`config.mk`:
```
export PLATFORM = sky130hd
export DESIGN_NAME = rob_top
export DESIGN_NICKNAME = d
export VERILOG_FILES = /design/src/verilog/rob_pkg.sv /design/src/verilog/rob_alloc.sv /design/src/verilog/rob_commit.sv /design/src/verilog/rob_entry.sv /design/src/verilog/rob_top.sv
export SDC_FILE = /design/constraint.sdc
export NUM_CORES = 1
export LEC_CHECK = 0
export ABC_AREA = 0
export BUFFER_PORTS_ARGS = -buffer_cell sky130_fd_sc_hd__buf_2
export CAP_MARGIN = 10
export CELL_PAD_IN_SITES_DETAIL_PLACEMENT = 1
export CELL_PAD_IN_SITES_GLOBAL_PLACEMENT = 1
export CORE_ASPECT_RATIO = 0.7
export CORE_MARGIN = 4
export CORE_UTILIZATION = 52
export DETAILED_ROUTE_END_ITERATION = 10
export HOLD_SLACK_MARGIN = 0.02
export PLACE_DENSITY_LB_ADDON = 0.12
export SLEW_MARGIN = 20
export SYNTH_ARGS = -nofsm -noshare
export SYNTH_HDL_FRONTEND = slang
export SYNTH_SLANG_ARGS = --single-unit
```
`constraint.sdc`:
```
create_clock -name i_clk -period 7.44 [get_ports i_clk]
set_clock_uncertainty 0.15 [all_clocks]
set_input_delay 0.744 -clock i_clk [delete_from_list [all_inputs] [get_ports i_clk]]
set_output_delay 0.744 -clock i_clk [all_outputs]
set_load 0.03 [all_outputs]
```
`src/verilog/rob_pkg.sv`:
```
package rob_pkg;

  // --------------------------------------------------
  // sizes
  // --------------------------------------------------
  localparam int DISP_SIZE    = 4;   // lanes per dispatch group
  localparam int ENTRY_NUM    = 8;   // buffer depth
  localparam int ENTRY_W      = 3;   // entry index
  localparam int CMT_ID_W     = 4;   // entry index plus wrap bit
  localparam int CMT_BUS_SIZE = 2;   // completion report buses
  localparam int PC_W         = 32;

  // --------------------------------------------------
  // encodings
  // --------------------------------------------------
  typedef enum logic [2:0] {
    EXC_NONE         = 3'd0,
    EXC_ILLEGAL_INST = 3'd1,
    EXC_BREAKPOINT   = 3'd2,
    EXC_ECALL        = 3'd3,
    EXC_LOAD_FAULT   = 3'd4,
    EXC_STORE_FAULT  = 3'd5
  } except_t;

  // entry life cycle, free -> wait -> done -> free
  typedef enum logic [1:0] {
    ENTRY_FREE = 2'd0,
    ENTRY_WAIT = 2'd1,
    ENTRY_DONE = 2'd2
  } entry_state_t;

  // --------------------------------------------------
  // bundles
  // --------------------------------------------------
  typedef struct packed {
    logic                 valid;
    logic [PC_W-1:0]      pc_addr;   // pc of lane 0
    logic [DISP_SIZE-1:0] grp_id;    // lane valid mask
  } disp_t;

  typedef struct packed {
    logic                 valid;
    logic [CMT_ID_W-1:0]  cmt_id;
    logic [DISP_SIZE-1:0] grp_id;    // one-hot lane
    logic                 except_valid;
    except_t              except_type;
    logic                 mispred;
  } done_rpt_t;

  typedef struct packed {
    entry_state_t                state;
    logic [CMT_ID_W-1:0]         cmt_id;
    logic [PC_W-1:0]             pc_addr;
    logic [DISP_SIZE-1:0]        grp_id;
    logic [DISP_SIZE-1:0]        done_grp_id;   // lanes reported so far
    logic [DISP_SIZE-1:0]        except_valid;
    except_t [DISP_SIZE-1:0]     except_type;
    logic [DISP_SIZE-1:0]        mispred;
  } rob_entry_t;

  typedef struct packed {
    logic                 commit;
    logic [CMT_ID_W-1:0]  cmt_id;
    logic [DISP_SIZE-1:0] grp_id;
    logic [DISP_SIZE-1:0] except_valid;   // one-hot
    except_t              except_type;
    logic [PC_W-1:0]      epc;
    logic [DISP_SIZE-1:0] dead_id;        // lanes squashed at commit
  } commit_blk_t;

endpackage

```
`src/verilog/rob_alloc.sv`:
```
module rob_alloc (
  input  logic                             i_clk,
  input  logic                             i_reset_n,

  input  rob_pkg::disp_t                   i_disp,

  output logic [rob_pkg::ENTRY_NUM-1:0]    o_load_oh,
  output rob_pkg::rob_entry_t              o_load_entry,
  output logic [rob_pkg::CMT_ID_W-1:0]     o_cmt_id
);

  import rob_pkg::*;

  logic [CMT_ID_W-1:0] r_cmt_id;   // tail, next id to hand out
  logic [ENTRY_W-1:0]  w_tail_idx;

  assign w_tail_idx = r_cmt_id[ENTRY_W-1:0];

  // --------------------------------------------------
  // tail pointer
  // --------------------------------------------------
  always_ff @(posedge i_clk) begin
    if (!i_reset_n) begin
      r_cmt_id <= '0;
    end else if (i_disp.valid) begin
      r_cmt_id <= r_cmt_id + 1'b1;   // wrap bit flips every ENTRY_NUM groups
    end
  end

  assign o_cmt_id = r_cmt_id;

  // load strobe to the tail entry only
  always_comb begin
    o_load_oh = '0;
    if (i_disp.valid) begin
      o_load_oh[w_tail_idx] = 1'b1;
    end
  end

  // fresh entry image, nothing reported yet
  always_comb begin
    o_load_entry.state        = ENTRY_WAIT;
    o_load_entry.cmt_id       = r_cmt_id;
    o_load_entry.pc_addr      = i_disp.pc_addr;
    o_load_entry.grp_id       = i_disp.grp_id;
    o_load_entry.done_grp_id  = '0;
    o_load_entry.except_valid = '0;
    o_load_entry.mispred      = '0;
    for (int d = 0; d < DISP_SIZE; d++) begin
      o_load_entry.except_type[d] = EXC_NONE;
    end
  end

endmodule

```
`src/verilog/rob_commit.sv`:
```
module rob_commit (
  input  logic                             i_clk,
  input  logic                             i_reset_n,

  input  rob_pkg::rob_entry_t              i_entries [rob_pkg::ENTRY_NUM],

  output logic [rob_pkg::ENTRY_NUM-1:0]    o_commit_finish,
  output rob_pkg::commit_blk_t             o_commit,
  output logic                             o_credit_return
);

  import rob_pkg::*;

  logic [CMT_ID_W-1:0]          r_head_id;
  logic [ENTRY_W-1:0]           w_head_idx;
  rob_entry_t                   w_head;
  logic                         w_commit;

  logic [DISP_SIZE-1:0]         w_flag;      // mispredict or exception lanes
  logic [DISP_SIZE-1:0]         w_first_oh;  // lowest flagged lane
  logic [$clog2(DISP_SIZE)-1:0] w_first_idx;
  logic [DISP_SIZE-1:0]         w_above;     // lanes after the first flag
  logic                         w_found;
  logic [DISP_SIZE-1:0]         w_except_oh;

  logic                         r_credit_return;

  // --------------------------------------------------
  // head pointer
  // --------------------------------------------------
  assign w_head_idx = r_head_id[ENTRY_W-1:0];
  assign w_head     = i_entries[w_head_idx];
  assign w_commit   = (w_head.state == ENTRY_DONE);

  always_ff @(posedge i_clk) begin
    if (!i_reset_n) begin
      r_head_id <= '0;
    end else if (w_commit) begin
      r_head_id <= r_head_id + 1'b1;
    end
  end

  // free the head entry at the next edge
  always_comb begin
    o_commit_finish = '0;
    if (w_commit) begin
      o_commit_finish[w_head_idx] = 1'b1;
    end
  end

  // --------------------------------------------------
  // head group analysis
  // --------------------------------------------------
  assign w_flag = (w_head.except_valid | w_head.mispred) & w_head.grp_id;

  // scan from lane 0, everything past the first flag is dead
  always_comb begin
    w_first_oh  = '0;
    w_first_idx = '0;
    w_above     = '0;
    w_found     = 1'b0;
    for (int d = 0; d < DISP_SIZE; d++) begin
      if (w_found) begin
        w_above[d] = 1'b1;
      end else if (w_flag[d]) begin
        w_found       = 1'b1;
        w_first_oh[d] = 1'b1;
        w_first_idx   = d[$clog2(DISP_SIZE)-1:0];
      end
    end
  end

  // a mispredict on the first flagged lane masks later exceptions
  assign w_except_oh = w_first_oh & w_head.except_valid;

  // --------------------------------------------------
  // commit block
  // --------------------------------------------------
  always_comb begin
    o_commit.commit       = w_commit;
    o_commit.cmt_id       = r_head_id;
    o_commit.grp_id       = w_head.grp_id;
    o_commit.except_valid = w_except_oh;
    o_commit.except_type  = (|w_except_oh) ? w_head.except_type[w_first_idx] : EXC_NONE;
    o_commit.epc          = w_head.pc_addr + PC_W'({w_first_idx, 2'b00});  // 4 bytes per lane
    o_commit.dead_id      = w_above & w_head.grp_id;
  end

  // --------------------------------------------------
  // credit return
  // --------------------------------------------------
  always_ff @(posedge i_clk) begin
    if (!i_reset_n) begin
      r_credit_return <= 1'b0;
    end else begin
      r_credit_return <= w_commit;   // one credit per committed entry
    end
  end

  assign o_credit_return = r_credit_return;

endmodule

```
`src/verilog/rob_entry.sv`:
```
module rob_entry (
  input  logic                   i_clk,
  input  logic                   i_reset_n,

  // load from allocator
  input  logic                   i_load_valid,
  input  rob_pkg::rob_entry_t    i_load_entry,

  // completion reports
  input  rob_pkg::done_rpt_t     i_done_rpt [rob_pkg::CMT_BUS_SIZE],

  // release from commit stage
  input  logic                   i_commit_finish,

  output rob_pkg::rob_entry_t    o_entry
);

  import rob_pkg::*;

  rob_entry_t              r_entry;

  logic [CMT_BUS_SIZE-1:0] w_rpt_hit;
  logic [DISP_SIZE-1:0]    w_done_set;
  logic [DISP_SIZE-1:0]    w_except_set;
  logic [DISP_SIZE-1:0]    w_mispred_set;
  logic [DISP_SIZE-1:0]    w_done_next;
  except_t [DISP_SIZE-1:0] w_except_type_next;

  // --------------------------------------------------
  // report merge
  // --------------------------------------------------
  always_comb begin
    for (int b = 0; b < CMT_BUS_SIZE; b++) begin
      w_rpt_hit[b] = i_done_rpt[b].valid &
                     (i_done_rpt[b].cmt_id == r_entry.cmt_id) &
                     (r_entry.state == ENTRY_WAIT);
    end
  end

  always_comb begin
    w_done_set         = '0;
    w_except_set       = '0;
    w_mispred_set      = '0;
    w_except_type_next = r_entry.except_type;
    for (int b = 0; b < CMT_BUS_SIZE; b++) begin
      if (w_rpt_hit[b]) begin
        w_done_set = w_done_set | i_done_rpt[b].grp_id;
        if (i_done_rpt[b].except_valid) begin
          w_except_set = w_except_set | i_done_rpt[b].grp_id;
          for (int d = 0; d < DISP_SIZE; d++) begin
            if (i_done_rpt[b].grp_id[d]) begin
              w_except_type_next[d] = i_done_rpt[b].except_type;
            end
          end
        end
        if (i_done_rpt[b].mispred) begin
          w_mispred_set = w_mispred_set | i_done_rpt[b].grp_id;
        end
      end
    end
  end

  assign w_done_next = r_entry.done_grp_id | w_done_set;

  // --------------------------------------------------
  // entry FSM
  // --------------------------------------------------
  always_ff @(posedge i_clk) begin
    if (!i_reset_n) begin
      r_entry.state <= ENTRY_FREE;
    end else begin
      case (r_entry.state)
        ENTRY_FREE: begin
          if (i_load_valid) begin
            r_entry <= i_load_entry;   // image arrives with state WAIT
          end
        end
        ENTRY_WAIT: begin
          r_entry.done_grp_id  <= w_done_next;
          r_entry.except_valid <= r_entry.except_valid | w_except_set;
          r_entry.except_type  <= w_except_type_next;
          r_entry.mispred      <= r_entry.mispred | w_mispred_set;
          if (w_done_next == r_entry.grp_id) begin
            r_entry.state <= ENTRY_DONE;   // last lane in
          end
        end
        ENTRY_DONE: begin
          if (i_commit_finish) begin
            r_entry.state <= ENTRY_FREE;
          end
        end
        default: r_entry.state <= ENTRY_FREE;
      endcase
    end
  end

  assign o_entry = r_entry;

endmodule

```
`src/verilog/rob_top.sv`:
```
module rob_top (
  input  logic                           i_clk,
  input  logic                           i_reset_n,

  // dispatch, gated by credits only
  input  rob_pkg::disp_t                 i_disp,

  // execution completion
  input  rob_pkg::done_rpt_t             i_done_rpt [rob_pkg::CMT_BUS_SIZE],

  output logic [rob_pkg::CMT_ID_W-1:0]   o_cmt_id,
  output rob_pkg::commit_blk_t           o_commit,
  output logic                           o_credit_return
);

  import rob_pkg::*;

  logic [ENTRY_NUM-1:0] w_load_oh;
  rob_entry_t           w_load_entry;
  rob_entry_t           w_entries [ENTRY_NUM];
  logic [ENTRY_NUM-1:0] w_commit_finish;

  rob_alloc u_alloc (
    .i_clk        (i_clk),
    .i_reset_n    (i_reset_n),
    .i_disp       (i_disp),
    .o_load_oh    (w_load_oh),
    .o_load_entry (w_load_entry),
    .o_cmt_id     (o_cmt_id)
  );

  // --------------------------------------------------
  // entries
  // --------------------------------------------------
  generate
    for (genvar e = 0; e < ENTRY_NUM; e++) begin : entry_loop
      rob_entry u_entry (
        .i_clk           (i_clk),
        .i_reset_n       (i_reset_n),
        .i_load_valid    (w_load_oh[e]),
        .i_load_entry    (w_load_entry),
        .i_done_rpt      (i_done_rpt),
        .i_commit_finish (w_commit_finish[e]),
        .o_entry         (w_entries[e])
      );
    end
  endgenerate

  rob_commit u_commit (
    .i_clk           (i_clk),
    .i_reset_n       (i_reset_n),
    .i_entries       (w_entries),
    .o_commit_finish (w_commit_finish),
    .o_commit        (o_commit),
    .o_credit_return (o_credit_return)
  );

endmodule

```
==> impl_metrics.tcl <==
set metrics [dict create \
    grtUsageTotal_pct 31.1 \
    synthArstFlopShare_pct 0 \
    crit_family "simple AND/OR/NAND/NOR gates" \
    netlist.area_leader.share_pct 58.5 \
    routedWlPerCell_um 31.4 \
    instances_no_fill 2723 \
    place_congestion 0.856 \
    cp_num_buf_inv 2 \
    synth_edf_count 512 \
    vias 18500 \
    yosysTopAreaCell "edfxtp_1" \
    syn-num-nets 2005 \
    yosysUniqueCellTypes 68 \
    crit_path_max_fanout 36 \
    worstPathArrival_ns 5.90 \
    reg2reg_depth 8 \
    cts_resized 0 \
    fin_nets 2083 \
    synth_area_sq_um 26300 \
    synth_common_cells "edfxtp_1, nand2_1, nor2_1" \
    rr_startpoint "u_commit.r_head_id[1]$_SDFFE_PN0P_" \
    ios 124 \
    grt_pass1_wl_um 126000 \
    hold_buffers 0 \
    worst_path_largest_cell_delay_ns 0.78 \
    pwr-share-seq_pct 51.4 \
    grt_pass1_vias 19200 \
    slew_violations 0 \
    finalSetupTns_ns 0 \
    critPathKind "reg2out" \
    switching_share_pct 23.7 \
    slew_headroom_pct 30.1 \
    max-cap-violations 0 \
    antenna_found_initial 8 \
    clock_latency_ns 0.62 \
    setup_violations 0 \
    power_frac_comb_pct 7.3 \
    drt_pass1_iterations 5 \
    clockBufferDepth 3 \
    first_iter_violations 2274 \
    ys.warnings.count 0 \
    crit_required_ns 6.55 \
    dp_hpwl_um 53600 \
    grt_max_degree 66 \
    crit_slowest_cell "dfxtp_4" \
    peakVddDrop_uv 169 \
    drt-vias-per-instance 6.78 \
    root_buffer "clkbuf_16" \
    drtAntennaViolNets 0 \
    postSynthAreaPerCell_sq_um 13.6 \
    core_sq_um 49600 \
    yosysMostFrequentCell "edfxtp_1" \
    synth_flop_cell "edfxtp_1" \
    hold_violations 0 \
    cts_setup_buffers 0 \
    cts-buffers-inserted 52 \
    die_area_sq_um 54200 \
    clock_sinks 537 \
    worst_pin_slew_ns 1.05 \
    rows 68 \
    cp.depth 14 \
    status "finished, final reports clean" \
    syn_to_final_growth_pct 11.3 \
    power.internal_w 0.00503 \
    fp.dieW_um 277 \
    worstHoldPathType "in2reg" \
    htreeDepth 2 \
    die_h_um 196 \
    clock.fmax_mhz 147 \
    synth_seq_cells 537 \
    worstPathCellList "mux4_2, mux2i_1, a21oi_1, nand2b_4, a21oi_2, ha_1, inv_1, fa_1, a21oi_1, nand3_1, or4_4, nor3b_1, xor2_1, buf_2" \
    syn_inst 1933 \
    p_clk_share_pct 41.3 \
    crit_end "o_commit[30]" \
    rsz0062_at_grt "no" \
    ys_seq_area_share_pct 60.5 \
    start_util_pct 52.9 \
    crit_top_cell "a21oi_1" \
    drc_errors 0 \
    cts_tree "built" \
    wl_um 85400 \
    r2r_end "entry_loop[6].u_entry.o_entry[65]$_SDFFE_PN0P_" \
    switchingPower_w 0.00156 \
    cp-start-kind "flip-flop" \
    power.leakage_nw 9.69 \
    reg2reg_setup_slack_ns 4.03 \
    io_buffers 122 \
    hold_path_depth 1 \
    power.density_nw_per_um2 226 \
    dp_cells 2621 \
    clk_pin_slew_worst_paths_ns 0.06 \
    gr-total-overflow 0 \
    drive_above_1_share_pct 19.5 \
    yosys-top-cells-area "edfxtp_1, mux4_2, nand3_1" \
    critPathLaunch "u_commit.r_head_id[0]$_SDFFE_PN0P_" \
    period_needed_ns 6.80 \
    finalCritPeriodShare_pct 91.4 \
    worst_setup_path_end_kind "output port" \
]
==> area by class of cell <==
class / count / area [sq um]
Timing Repair Buffer: 174 / 1030
Fill cell: 4774 / 20400
Sequential cell: 537 / 15900
Inverter: 46 / 173
Tap cell: 665 / 832
Antenna cell: 4 / 10.0
Clock buffer: 69 / 1410
Clock inverter: 28 / 285
Multi-Input combinational cell: 1200 / 9590
==> registers in the layout, summed over array words and instances (netlist names) <==
| signal | flops |
|---|---|
| u_alloc.o_cmt_id | 4 |
| u_commit.r_head_id | 4 |
| entry_loop.u_entry.o_entry | 528 |
| u_commit.o_credit_return | 1 |
==> worst min-delay path by stage <==
stage / startpoint / end / slack [ns]
after floorplan: entry_loop[6].u_entry.o_entry[64]$_SDFFE_PN0P_ / entry_loop[6].u_entry.o_entry[64]$_SDFFE_PN0P_ / 0.34
after global placement: u_commit.r_head_id[3]$_SDFFE_PN0P_ / u_commit.r_head_id[3]$_SDFFE_PN0P_ / 0.34
after detailed placement: u_commit.r_head_id[3]$_SDFFE_PN0P_ / u_commit.r_head_id[3]$_SDFFE_PN0P_ / 0.38
after CTS: i_disp[5] / entry_loop[2].u_entry.o_entry[29]$_DFFE_PP_ / 0.22
after global routing: i_disp[19] / entry_loop[5].u_entry.o_entry[43]$_DFFE_PP_ / 0.25
final: i_disp[19] / entry_loop[5].u_entry.o_entry[43]$_DFFE_PP_ / 0.25
==> power groups by stage <==
stage	sequential, W	combinational, W	clock (W)
floorplan	0.00345	0.000281	0
global placement	0.00345	0.000456	0
detailed placement	0.00345	0.000470	0
CTS	0.00339	0.000473	0.00275
global route	0.00339	0.000505	0.00288
finish	0.00339	0.000482	0.00272
==> through the flow <==
step / instance area, sq um / worst slack [ns] / power, W / util (%) / hold slack, ns
3_3_place_gp: 27500 / 1.67 / 0.00390 / 55.4 / 0.340
4_1_cts: 29200 / 0.623 / 0.00661 / 58.8 / 0.219
5_1_grt: 29200 / 0.339 / 0.00678 / 58.9 / 0.246
6_report: 29200 / 0.643 / 0.00659 / 58.9 / 0.251
2_1_floorplan: 26300 / 1.23 / 0.00373 / - / 0.338
3_5_place_dp: 27500 / 1.31 / 0.00392 / 55.4 / 0.376
==> cell usage in the layout (no fill, tap or decap), types with 54 or more instances in the layout <==
master     count
clkbuf_16     54
a31oi_1       68
mux4_2        91
nand3_1      140
buf_2        122
nor2_1       159
nand2_1      183
a311oi_1      78
xor2_1        58
xnor2_1       68
edfxtp_1     512
mux2i_1       54
==> worst register-to-register path, stage by stage (launching register included) <==
cell	delay [ns]
dfxtp_4	0.75
buf_4	0.52
mux4_2	0.31
inv_1	0.06
a221oi_2	0.41
o21a_2	0.34
and2b_1	0.34
a31oi_1	0.20
a31o_1	0.25
==> kinds of logic after synthesis <==
family                     synth area share, %
DFF                                       60.5
other                                   0.0143
buffers and inverters                     3.71
xor gates and xnor gates                  4.20
AOI/OAI and AO/OA                         8.01
muxes                                     13.0
adders and majority gates                0.267
and+or+nand+nor                           10.3
==> routing by layer <==
metal / vias to the layer above / GRT usage (%) / share of wire, %
met4: 8 / 9.51 / 2.9
met3: 174 / 8.37 / 11
met1: 9531 / 44.5 / 41
li1: 7685 / - / -
met5: - / 0 / 0.067
met2: 1067 / 47.1 / 45
Power figures use the tool's default switching activity.
